$ cat src/hdl/pixel_pkg.sv
// Pixel width, FIFO sizing and the rule for splitting a pixel into two bytes.
// PIXEL_W - HIGH_LSB must equal BYTE_W, and FIFO_DEPTH must equal 2**FIFO_AW.
package pixel_pkg;

	// Pixel and byte widths.
	localparam int PIXEL_W = 12;
	localparam int BYTE_W = 8;

	// Lowest pixel bit carried in the high byte.
	// The low byte holds the bits below it, zero padded on top.
	localparam int HIGH_LSB = 4;

	// Input buffer size.
	localparam int FIFO_DEPTH = 8;
	localparam int FIFO_AW = 3;

endpackage

$ cat src/hdl/uart_pkg.sv
// Serial line format, fixed at build time with no runtime baud or parity selection.
// CLKS_PER_BIT is a short simulation value and must be at least 2.
package uart_pkg;

	// Clock cycles per serial bit.
	// A board with a 50 MHz clock at 9600 baud would use 50_000_000 / 9600.
	localparam int CLKS_PER_BIT = 8;

	// Data bits per frame, sent LSB first.
	localparam int DATA_BITS = 8;

	// Start, data, parity and stop bits.
	localparam int FRAME_BITS = 1 + DATA_BITS + 1 + 1;

	// Parity sense, 0 gives even parity.
	localparam bit PARITY_ODD = 1'b0;

	// Counter widths.
	localparam int BIT_CNT_W = $clog2(CLKS_PER_BIT);
	localparam int BIT_IDX_W = $clog2(DATA_BITS);

endpackage

$ cat src/hdl/pixel_fifo.sv
// Show-ahead pixel FIFO. The head entry is valid on fifo_pixel whenever fifo_valid is high.
// A push while full and a pop while empty are ignored.
module pixel_fifo import pixel_pkg::*; (
	input  logic               clk,
	input  logic               arst_n,
	input  logic               push,
	input  logic [PIXEL_W-1:0] push_pixel,
	output logic               full,
	input  logic               pop,
	output logic [PIXEL_W-1:0] fifo_pixel,
	output logic               fifo_valid
);

	logic [PIXEL_W-1:0] mem [FIFO_DEPTH];
	logic [FIFO_AW-1:0] wr_ptr;
	logic [FIFO_AW-1:0] rd_ptr;
	logic [FIFO_AW:0] count;
	logic do_push;
	logic do_pop;

	assign full = (count == (FIFO_AW + 1)'(FIFO_DEPTH));
	assign fifo_valid = (count != '0);
	assign fifo_pixel = mem[rd_ptr];

	assign do_push = push && !full;
	assign do_pop = pop && fifo_valid;

	always_ff @(posedge clk) begin
		if (do_push) begin
			mem[wr_ptr] <= push_pixel;
		end
	end

	// Pointers wrap on their own since the depth is a power of two.
	always_ff @(posedge clk or negedge arst_n) begin
		if (!arst_n) begin
			wr_ptr <= '0;
			rd_ptr <= '0;
			count <= '0;
		end else begin
			if (do_push) begin
				wr_ptr <= wr_ptr + 1'b1;
			end
			if (do_pop) begin
				rd_ptr <= rd_ptr + 1'b1;
			end
			if (do_push && !do_pop) begin
				count <= count + 1'b1;
			end else if (do_pop && !do_push) begin
				count <= count - 1'b1;
			end
		end
	end

endmodule

$ cat src/hdl/pixel_uart_top.sv
// Pixel stream in, UART frames out. A pixel is accepted when pixel_valid and pixel_ready are high.
// The producer must hold its pixel while pixel_ready is low.
module pixel_uart_top import pixel_pkg::*; (
	input  logic               clk,
	input  logic               arst_n,
	input  logic [PIXEL_W-1:0] pixel,
	input  logic               pixel_valid,
	output logic               pixel_ready,
	output logic               uart_out,
	output logic               pixel_sent
);

	logic push;
	logic full;
	logic [PIXEL_W-1:0] fifo_pixel;
	logic fifo_valid;
	logic fifo_pop;
	logic [BYTE_W-1:0] data_tx;
	logic tx_start;
	logic tx_ready;
	logic tx_done;

	assign pixel_ready = !full;
	assign push = pixel_valid && pixel_ready;

	pixel_fifo pixel_fifo_i (
		.clk        (clk),
		.arst_n     (arst_n),
		.push       (push),
		.push_pixel (pixel),
		.full       (full),
		.pop        (fifo_pop),
		.fifo_pixel (fifo_pixel),
		.fifo_valid (fifo_valid)
	);

	send_pixel send_pixel_i (
		.clk        (clk),
		.arst_n     (arst_n),
		.fifo_pixel (fifo_pixel),
		.fifo_valid (fifo_valid),
		.fifo_pop   (fifo_pop),
		.data_tx    (data_tx),
		.tx_start   (tx_start),
		.tx_ready   (tx_ready),
		.tx_done    (tx_done),
		.pixel_sent (pixel_sent)
	);

	uart_tx uart_tx_i (
		.clk      (clk),
		.arst_n   (arst_n),
		.data_tx  (data_tx),
		.tx_start (tx_start),
		.uart_out (uart_out),
		.tx_ready (tx_ready),
		.tx_done  (tx_done)
	);

endmodule

$ cat src/hdl/send_pixel.sv
// Sends the FIFO head pixel as a high byte frame, then a low byte frame with four zero pad bits.
// A pixel is popped only when the transmitter is idle. pixel_sent marks the end of the low frame.
module send_pixel import pixel_pkg::*; (
	input  logic               clk,
	input  logic               arst_n,
	input  logic [PIXEL_W-1:0] fifo_pixel,
	input  logic               fifo_valid,
	output logic               fifo_pop,
	output logic [BYTE_W-1:0]  data_tx,
	output logic               tx_start,
	input  logic               tx_ready,
	input  logic               tx_done,
	output logic               pixel_sent
);

	typedef enum logic [1:0] {
		IDLE,
		SEND_HIGH_BYTE,
		SEND_LOW_BYTE
	} state_t;

	state_t state;
	state_t next_state;
	logic [HIGH_LSB-1:0] low_nibble_q;
	logic [1:0] done_cnt;
	logic [BYTE_W-1:0] high_byte;
	logic [BYTE_W-1:0] low_byte;

	// High byte goes out in the pop cycle, straight from the FIFO head.
	assign high_byte = fifo_pixel[PIXEL_W-1:HIGH_LSB];
	assign low_byte = {{(BYTE_W - HIGH_LSB){1'b0}}, low_nibble_q};

	// Only the low nibble is still needed once the pixel has been popped.
	always_ff @(posedge clk) begin
		if (fifo_pop) begin
			low_nibble_q <= fifo_pixel[HIGH_LSB-1:0];
		end
	end

	// Frames finished for the current pixel.
	always_ff @(posedge clk or negedge arst_n) begin
		if (!arst_n) begin
			done_cnt <= '0;
		end else if (fifo_pop) begin
			done_cnt <= '0;
		end else if (tx_done) begin
			done_cnt <= done_cnt + 1'b1;
		end
	end

	always_ff @(posedge clk or negedge arst_n) begin
		if (!arst_n) begin
			state <= IDLE;
		end else begin
			state <= next_state;
		end
	end

	always_comb begin
		next_state = state;
		fifo_pop = 1'b0;
		tx_start = 1'b0;
		pixel_sent = 1'b0;
		data_tx = low_byte;

		case (state)
			IDLE: begin
				data_tx = high_byte;
				if (fifo_valid && tx_ready) begin
					fifo_pop = 1'b1;
					tx_start = 1'b1;
					next_state = SEND_HIGH_BYTE;
				end
			end
			SEND_HIGH_BYTE: begin
				// tx_ready comes back with the high frame's tx_done.
				if (tx_ready) begin
					tx_start = 1'b1;
					next_state = SEND_LOW_BYTE;
				end
			end
			SEND_LOW_BYTE: begin
				if (tx_done && done_cnt == 2'd1) begin
					pixel_sent = 1'b1;
					next_state = IDLE;
				end
			end
			default: begin
				next_state = IDLE;
			end
		endcase
	end

endmodule

$ cat src/hdl/uart_tx.sv
// Sends one byte as start, data LSB first, parity and stop. tx_start is taken only in idle.
// uart_out is registered, so the start bit shows one edge after the strobe.
module uart_tx import uart_pkg::*; (
	input  logic                 clk,
	input  logic                 arst_n,
	input  logic [DATA_BITS-1:0] data_tx,
	input  logic                 tx_start,
	output logic                 uart_out,
	output logic                 tx_ready,
	output logic                 tx_done
);

	typedef enum logic [2:0] {
		IDLE,
		START,
		DATA,
		PARITY,
		STOP
	} tx_state_t;

	tx_state_t state;
	logic [BIT_CNT_W-1:0] bit_cnt;
	logic [BIT_IDX_W-1:0] bit_idx;
	logic [DATA_BITS-1:0] shift_q;
	logic parity_q;
	logic bit_end;
	logic last_data;
	logic load;

	assign bit_end = (bit_cnt == BIT_CNT_W'(CLKS_PER_BIT - 1));
	assign last_data = (bit_idx == BIT_IDX_W'(DATA_BITS - 1));
	assign load = (state == IDLE) && tx_start;
	assign tx_ready = (state == IDLE);

	// Data shifter. Bit 0 is always the next data bit to go out.
	always_ff @(posedge clk) begin
		if (load) begin
			shift_q <= data_tx;
		end else if (bit_end && (state == START || state == DATA)) begin
			shift_q <= shift_q >> 1;
		end
	end

	always_ff @(posedge clk or negedge arst_n) begin
		if (!arst_n) begin
			state <= IDLE;
			bit_cnt <= '0;
			bit_idx <= '0;
			parity_q <= PARITY_ODD;
			uart_out <= 1'b1;
			tx_done <= 1'b0;
		end else begin
			tx_done <= 1'b0;

			// Bit timer runs only while a frame is on the line.
			if (state == IDLE || bit_end) begin
				bit_cnt <= '0;
			end else begin
				bit_cnt <= bit_cnt + 1'b1;
			end

			case (state)
				IDLE: begin
					uart_out <= 1'b1;
					if (tx_start) begin
						state <= START;
						uart_out <= 1'b0;
						bit_idx <= '0;
						parity_q <= PARITY_ODD;
					end
				end
				START: begin
					if (bit_end) begin
						state <= DATA;
						uart_out <= shift_q[0];
						parity_q <= parity_q ^ shift_q[0];
					end
				end
				DATA: begin
					if (bit_end) begin
						if (last_data) begin
							// Parity already covers all data bits here.
							state <= PARITY;
							uart_out <= parity_q;
						end else begin
							bit_idx <= bit_idx + 1'b1;
							uart_out <= shift_q[0];
							parity_q <= parity_q ^ shift_q[0];
						end
					end
				end
				PARITY: begin
					if (bit_end) begin
						state <= STOP;
						uart_out <= 1'b1;
					end
				end
				STOP: begin
					if (bit_end) begin
						state <= IDLE;
						tx_done <= 1'b1;
					end
				end
				default: begin
					state <= IDLE;
					uart_out <= 1'b1;
				end
			endcase
		end
	end

endmodule

$ cat config.mk
export PLATFORM = sky130hd
export DESIGN_NAME = pixel_uart_top
export DESIGN_NICKNAME = d
export VERILOG_FILES = /design/src/hdl/pixel_pkg.sv /design/src/hdl/uart_pkg.sv /design/src/hdl/pixel_fifo.sv /design/src/hdl/pixel_uart_top.sv /design/src/hdl/send_pixel.sv /design/src/hdl/uart_tx.sv
export SDC_FILE = /design/constraint.sdc
export NUM_CORES = 1
export LEC_CHECK = 0
export BUFFER_PORTS_ARGS = -buffer_cell sky130_fd_sc_hd__buf_2
export CAP_MARGIN = 30
export CORE_AREA = 5 5 156 158
export CTS_CLUSTER_DIAMETER = 100
export CTS_CLUSTER_SIZE = 25
export DETAILED_ROUTE_END_ITERATION = 12
export DIE_AREA = 0 0 161 163
export PLACE_DENSITY = 0.47
export SLEW_MARGIN = 20
export SYNTH_ARGS = -nofsm -noshare
export SYNTH_HDL_FRONTEND = slang
export SYNTH_SLANG_ARGS = --single-unit
$ cat constraint.sdc
create_clock -name clk -period 5.8 [get_ports clk]
set_input_delay 0.58 -clock clk [delete_from_list [all_inputs] [get_ports clk]]
set_output_delay 0.58 -clock clk [all_outputs]
set_load 0.005 [all_outputs]
* Yosys cells after proc, flatten, opt, wreduce, memory -nomap -nowiden
Memories as Yosys holds them, arrays and structs flattened.
Cells that the tools add are included.
** Operators by class
- $add $sub $neg :: 7
- Equal/unequal tests :: 20
- Multiplexer cells :: 44
- Bitwise operators :: 2
- Reductions and logical operators :: 27
** Operators with widths (number)
- $mux 3 :: 10
- $mux 8 :: 3
- $mux 1 :: 18
- $ne 2x1->1 const B :: 9
- $pmux 3 s5 :: 1
- $add 3x1->3 const B :: 4
- $mux 2 :: 5
- $eq 3x3->1 const B :: 3
- $logic_and 1x1->1 :: 9
- $mux 4 :: 2
- $reduce_and 4->1 :: 2
- $reduce_bool 2->1 :: 4
- $eq 3x2->1 const B :: 2
- $pmux 2 s3 :: 1
- $pmux 3 s2 :: 1
- $reduce_and 6->1 :: 1
- $pmux 1 s5 :: 1
- $reduce_and 5->1 :: 1
- $add 4x1->4 const B :: 1
- $eq 2x1->1 const B :: 2
- $eq 4x4->1 const B :: 1
- $reduce_bool 4->1 :: 1
- $sub 4x1->4 const B :: 1
- $eq 3x1->1 const B :: 1
- 13 further kinds :: 16
** Word-level totals
- Flip-flop bits (word level) :: 38
- Memory bits (writable) :: 96
- Bits of input ports :: 15
- Output and inout port bits :: 3
- Word-level logic and storage cells :: 114
- Memories :: 1
** Memory list
- pixel_fifo_i.mem :: words 8, width 12, rd ports 1, clocked after Yosys merged registers in 0, wr ports 1, line pixel_fifo.sv:14 : logic [PIXEL_W-1:0] mem [FIFO_DEPTH];

* Longest topological paths before layout
- Word-level depth :: 8
- Mapped depth :: 12

* Modules after synthesis
A second synthesis with hierarchy kept.
** Second synthesis, totals
- Cell total of the unflattened synthesis :: 323
- Area total of the unflattened synthesis :: 5811.8 um2
** Modules (own cells, without submodules)
- pixel_fifo :: times used 1, cells an instance 202, area each 4320.4 um2, sequential area each 3133.0 um2
- uart_tx :: times used 1, cells an instance 86, area each 1039.7 um2, sequential area each 541.8 um2
- send_pixel :: times used 1, cells an instance 33, area each 441.7 um2, sequential area each 220.2 um2
- pixel_uart_top :: times used 1, cells an instance 2, area each 10.0 um2, sequential area each 0.0 um2

* Worst setup path before layout
OpenSTA, ideal clock, no wires.
- Kind :: register to register
- From :: register uart_tx_i.state[1]
- To :: register pixel_fifo_i.count[3]
- Arrival time :: 2.830 ns
- Data required time :: 5.720 ns
- Slack :: 2.890 ns
- Stages on the path, launching flop included :: 13
- Period minus slack after synthesis :: 2.910 ns
- Cells stage by stage :: dfrtp_1 buf_6 or3_4 buf_6 nor4_4 inv_2 ha_1 inv_1 ha_1 a21o_1 a21oi_1 mux2i_1 xnor2_1
** On the way
- Cells in the longest elaborated chain, start to end :: 8
- Elaborated cells between the ends (all ways) :: 10
- Classes of those cells :: 3 x mux; 7 x reduce/logical
** RTL lines
- from (decl) :: line uart_tx.sv:21 : tx_state_t state;
- from (signal assigned) :: line uart_tx.sv:46 : state <= IDLE;
- from (signal assigned) :: line uart_tx.sv:66 : state <= START;
- from (signal assigned) :: line uart_tx.sv:74 : state <= DATA;
- $logic_not 3->1 (*) :: line uart_tx.sv:33 : assign tx_ready = (state == IDLE);
- $logic_and 1x1->1 (*) :: line send_pixel.sv:69 : if (fifo_valid && tx_ready) begin
- $mux 1 (*) :: line send_pixel.sv:69
- $mux 1 (*) :: line send_pixel.sv:66 : case (state)
- $logic_and 1x1->1 (*) :: line pixel_fifo.sv:26 : assign do_pop = pop && fifo_valid;
- $logic_not 1->1 :: line pixel_fifo.sv:47 : if (do_push && !do_pop) begin
- $logic_and 1x1->1 :: line pixel_fifo.sv:47
- $mux 4 or $reduce_bool 2->1 (tied branches)
- to (signal assigned) :: line pixel_fifo.sv:48 : count <= count + 1'b1;
- to (signal assigned) :: line pixel_fifo.sv:50 : count <= count - 1'b1;
- to (decl) :: line pixel_fifo.sv:17 : logic [FIFO_AW:0] count;
Every way passes the cells marked *; elsewhere a longest branch is shown, timed or not.
A chain may end at the register's enable or synchronous reset.

* Final worst setup path
Same ends and word-level chain as after synthesis.

==> out/metrics.cfg <==
[job]
cap_violations = 0

[cts]
clock_path_buffers = 2
cts_tree = done
cts_buffers = 17
clkLatencyLatePin_ps = 410
htreeDepth = 4
clock_sink_count = 134
clk_pin_slew_ps = 60
root_buffer = clkbuf_16
post_cts_buffers = 0
cts_resized = 0
ctsHoldBuffers = 0

[synthesis]
yosys-top-cells-area = edfxtp_1 58%, dfrtp_1 11%, mux4_2 6.4%
yosys_most_used_dff = edfxtp_1
ys_seq_elements = 134
yosys_warnings = 0
synth_area_per_cell_um2 = 16.7
synth-seq-area-share_pct = 69.7
synth.distinct_cells = 49
synth_top_area_share_pct = 58.0
syn_inst = 335
syn-cell-area_mm2 = 0.00559
yosysMostFrequentCell = edfxtp_1
synth_commonest_cells = 108 x edfxtp_1, 26 x nor2_1, 25 x dfrtp_1
synth.largest_area_cell = edfxtp_1
synthArstFlopShare_pct = 19.4
syn-num-nets = 361
synth-edff-count = 108

[cells_and_area]
fillCellCount = 2272
area_growth_pct = 18.6
seq_area_mm2 = 0.00390
fin_nets = 388
diodes = 0
multi_input_area_mm2 = 0.00160
drive_gt1_share_pct = 24.0

[sta]
slew_violations = 0
fmax_mhz = 320
finalHoldViolations = 0
final.setup_skew_ps = 6.29
worst_pin_slew_ps = 838
setup_tns_ps = 0
period_minus_slack_ps = 3130
slew_headroom_pct = 44.1
rsz0062_at_grt = false
period_share_pct = 53.9
setup_ws_ps = 2670
setup_viol = 0

[critical_path]
crit_path_end_kind = register
arrival_ps = 3460
critPathMaxFanout = 10
worstSetupPathType = reg -> reg
critical_path.startpoint_type = register
required_ps = 6140

[route]
drc = 0
drtAntennaViolNets = 0
num_vias = 2861
wl_per_cell_um = 16.5
dr.pass1.iters = 4
viasPerCell = 4.30
wl_um = 11000
drt_iter0_markers = 145

[placement]
port_buffers = 17
pre_cts_slack_ps = 2600
dp_hpwl_um = 7030
gp_congestion = 0.780

[global_route]
grt_pass1_vias = 3025
grt_use_total_pct = 9.02
grt_pass1_wl_um = 17600
antenna_found_initial = 0
grt_start_max_net_pins = 27
overflow = 0

[floorplanning]
die_h_um = 163
dieArea_mm2 = 0.0262
start_util_pct = 24.3
fp.coreArea_mm2 = 0.0230
fp-row-count = 56
die_w_um = 161
ios = 18

[power]
power.density_mw_per_mm2 = 384
power_w = 0.00255
p_leak_nw = 2.37
peakVddDrop_mv = 0.157

[worst_hold_path]
hold_path_class = in -> async

[run_status]
status = finished clean

-- kinds of logic (layout without fill, tap and decap cells) --
logic type	count (synthesis)	in the layout	synth area share, %
compound gates	48	48	6.24
xor+xnor	9	9	1.41
fa+ha+maj	11	11	2.60
buf+inv	23	63	2.06
flops	134	134	69.7
mux	45	45	11.9
simple gates	65	65	6.18
-- routing by layer --
layer / wire, µm / part of all wire, % / global-route usage [%]
met1: 5120 / 47 / 11.5
met2: 5400 / 49 / 14.4
met3: 360 / 3.3 / 3.21
met4: 89 / 0.81 / 2.91
met5: 0 / 0 / 0
-- cells in the final DEF, fill, tap and decap left out, types with 7 or more instances in the layout --
| cell | n |
|---|---|
| a21oi_1 | 8 |
| a22oi_1 | 8 |
| buf_2 | 17 |
| clkbuf_16 | 17 |
| dfrtp_1 | 24 |
| edfxtp_1 | 108 |
| ha_1 | 10 |
| inv_1 | 7 |
| mux2i_1 | 22 |
| mux4_2 | 16 |
| nand2_1 | 10 |
| nor2_1 | 22 |
| xnor2_1 | 7 |
-- state kept, by name (all words and copies together) (netlist names) --
register                   cells
uart_tx_i.bit_cnt              3
uart_tx_i.parity_q             1
pixel_fifo_i.mem              96
uart_tx_i.shift_q              8
uart_tx_i.bit_idx              3
uart_tx_i.tx_done              1
send_pixel_i.low_nibble_q      4
send_pixel_i.done_cnt          2
send_pixel_i.state             2
uart_tx_i.state                3
pixel_fifo_i.wr_ptr            3
pixel_fifo_i.count             4
uart_tx_i.uart_out             1
pixel_fifo_i.rd_ptr            3
-- worst max-delay path: stages (launching register included) --
cell and delay (ps):
dfrtp_1 470, or3_4 490, nor4_4 600, inv_2 160
ha_1 250, inv_1 120, ha_1 250, a21o_1 170
a21oi_1 170, mux2i_1 240, xnor2_1 130
-- final timing paths --
check                                          start                      to  depth (start not counted)  slack, ps
worst max register to register    uart_tx_i.state[1]   pixel_fifo_i.count[3]                         10       2670
min in group clk                            pixel[2]  pixel_fifo_i.mem[2][2]                          1        440
worst min register to register  uart_tx_i.bit_cnt[0]    uart_tx_i.bit_cnt[0]                          1        480
worst max-delay path              uart_tx_i.state[1]   pixel_fifo_i.count[3]                         10       2670
max in group asynchronous                     arst_n  pixel_fifo_i.rd_ptr[0]                          1       5180
worst min-delay path                          arst_n    uart_tx_i.bit_cnt[0]                          1        180
-- through the flow --
step           hold WS [ps]  util [%]  cell area (µm²)  instances
3_5_place_dp            470      26.2             6030        632
2_1_floorplan           284         -             5590        335
4_1_cts                 187      28.7             6600        664
3_3_place_gp            433      26.1             6010        631
6_report                180      28.9             6630        665
5_1_grt                 226      28.9             6630        665
-- power by group --
group          internal, W  switching [W]  total, W
logic             0.000108       0.000156  0.000264
registers          0.00117      0.0000633   0.00124
clock network     0.000636       0.000412   0.00105
total              0.00192       0.000632   0.00255
-- layout make-up --
| cell class | instances | area share [%] |
|---|---|---|
| flip-flops and latches | 134 | 58.8 |
| inverters | 8 | 0.453 |
| repair buffers | 23 | 2.45 |
| clock buffers | 18 | 6.47 |
| clock inverters | 14 | 2.25 |
| well taps | 290 | 5.47 |
| multi-input cells | 178 | 24.2 |
No activity file was read; power rests on OpenSTA's default activity.
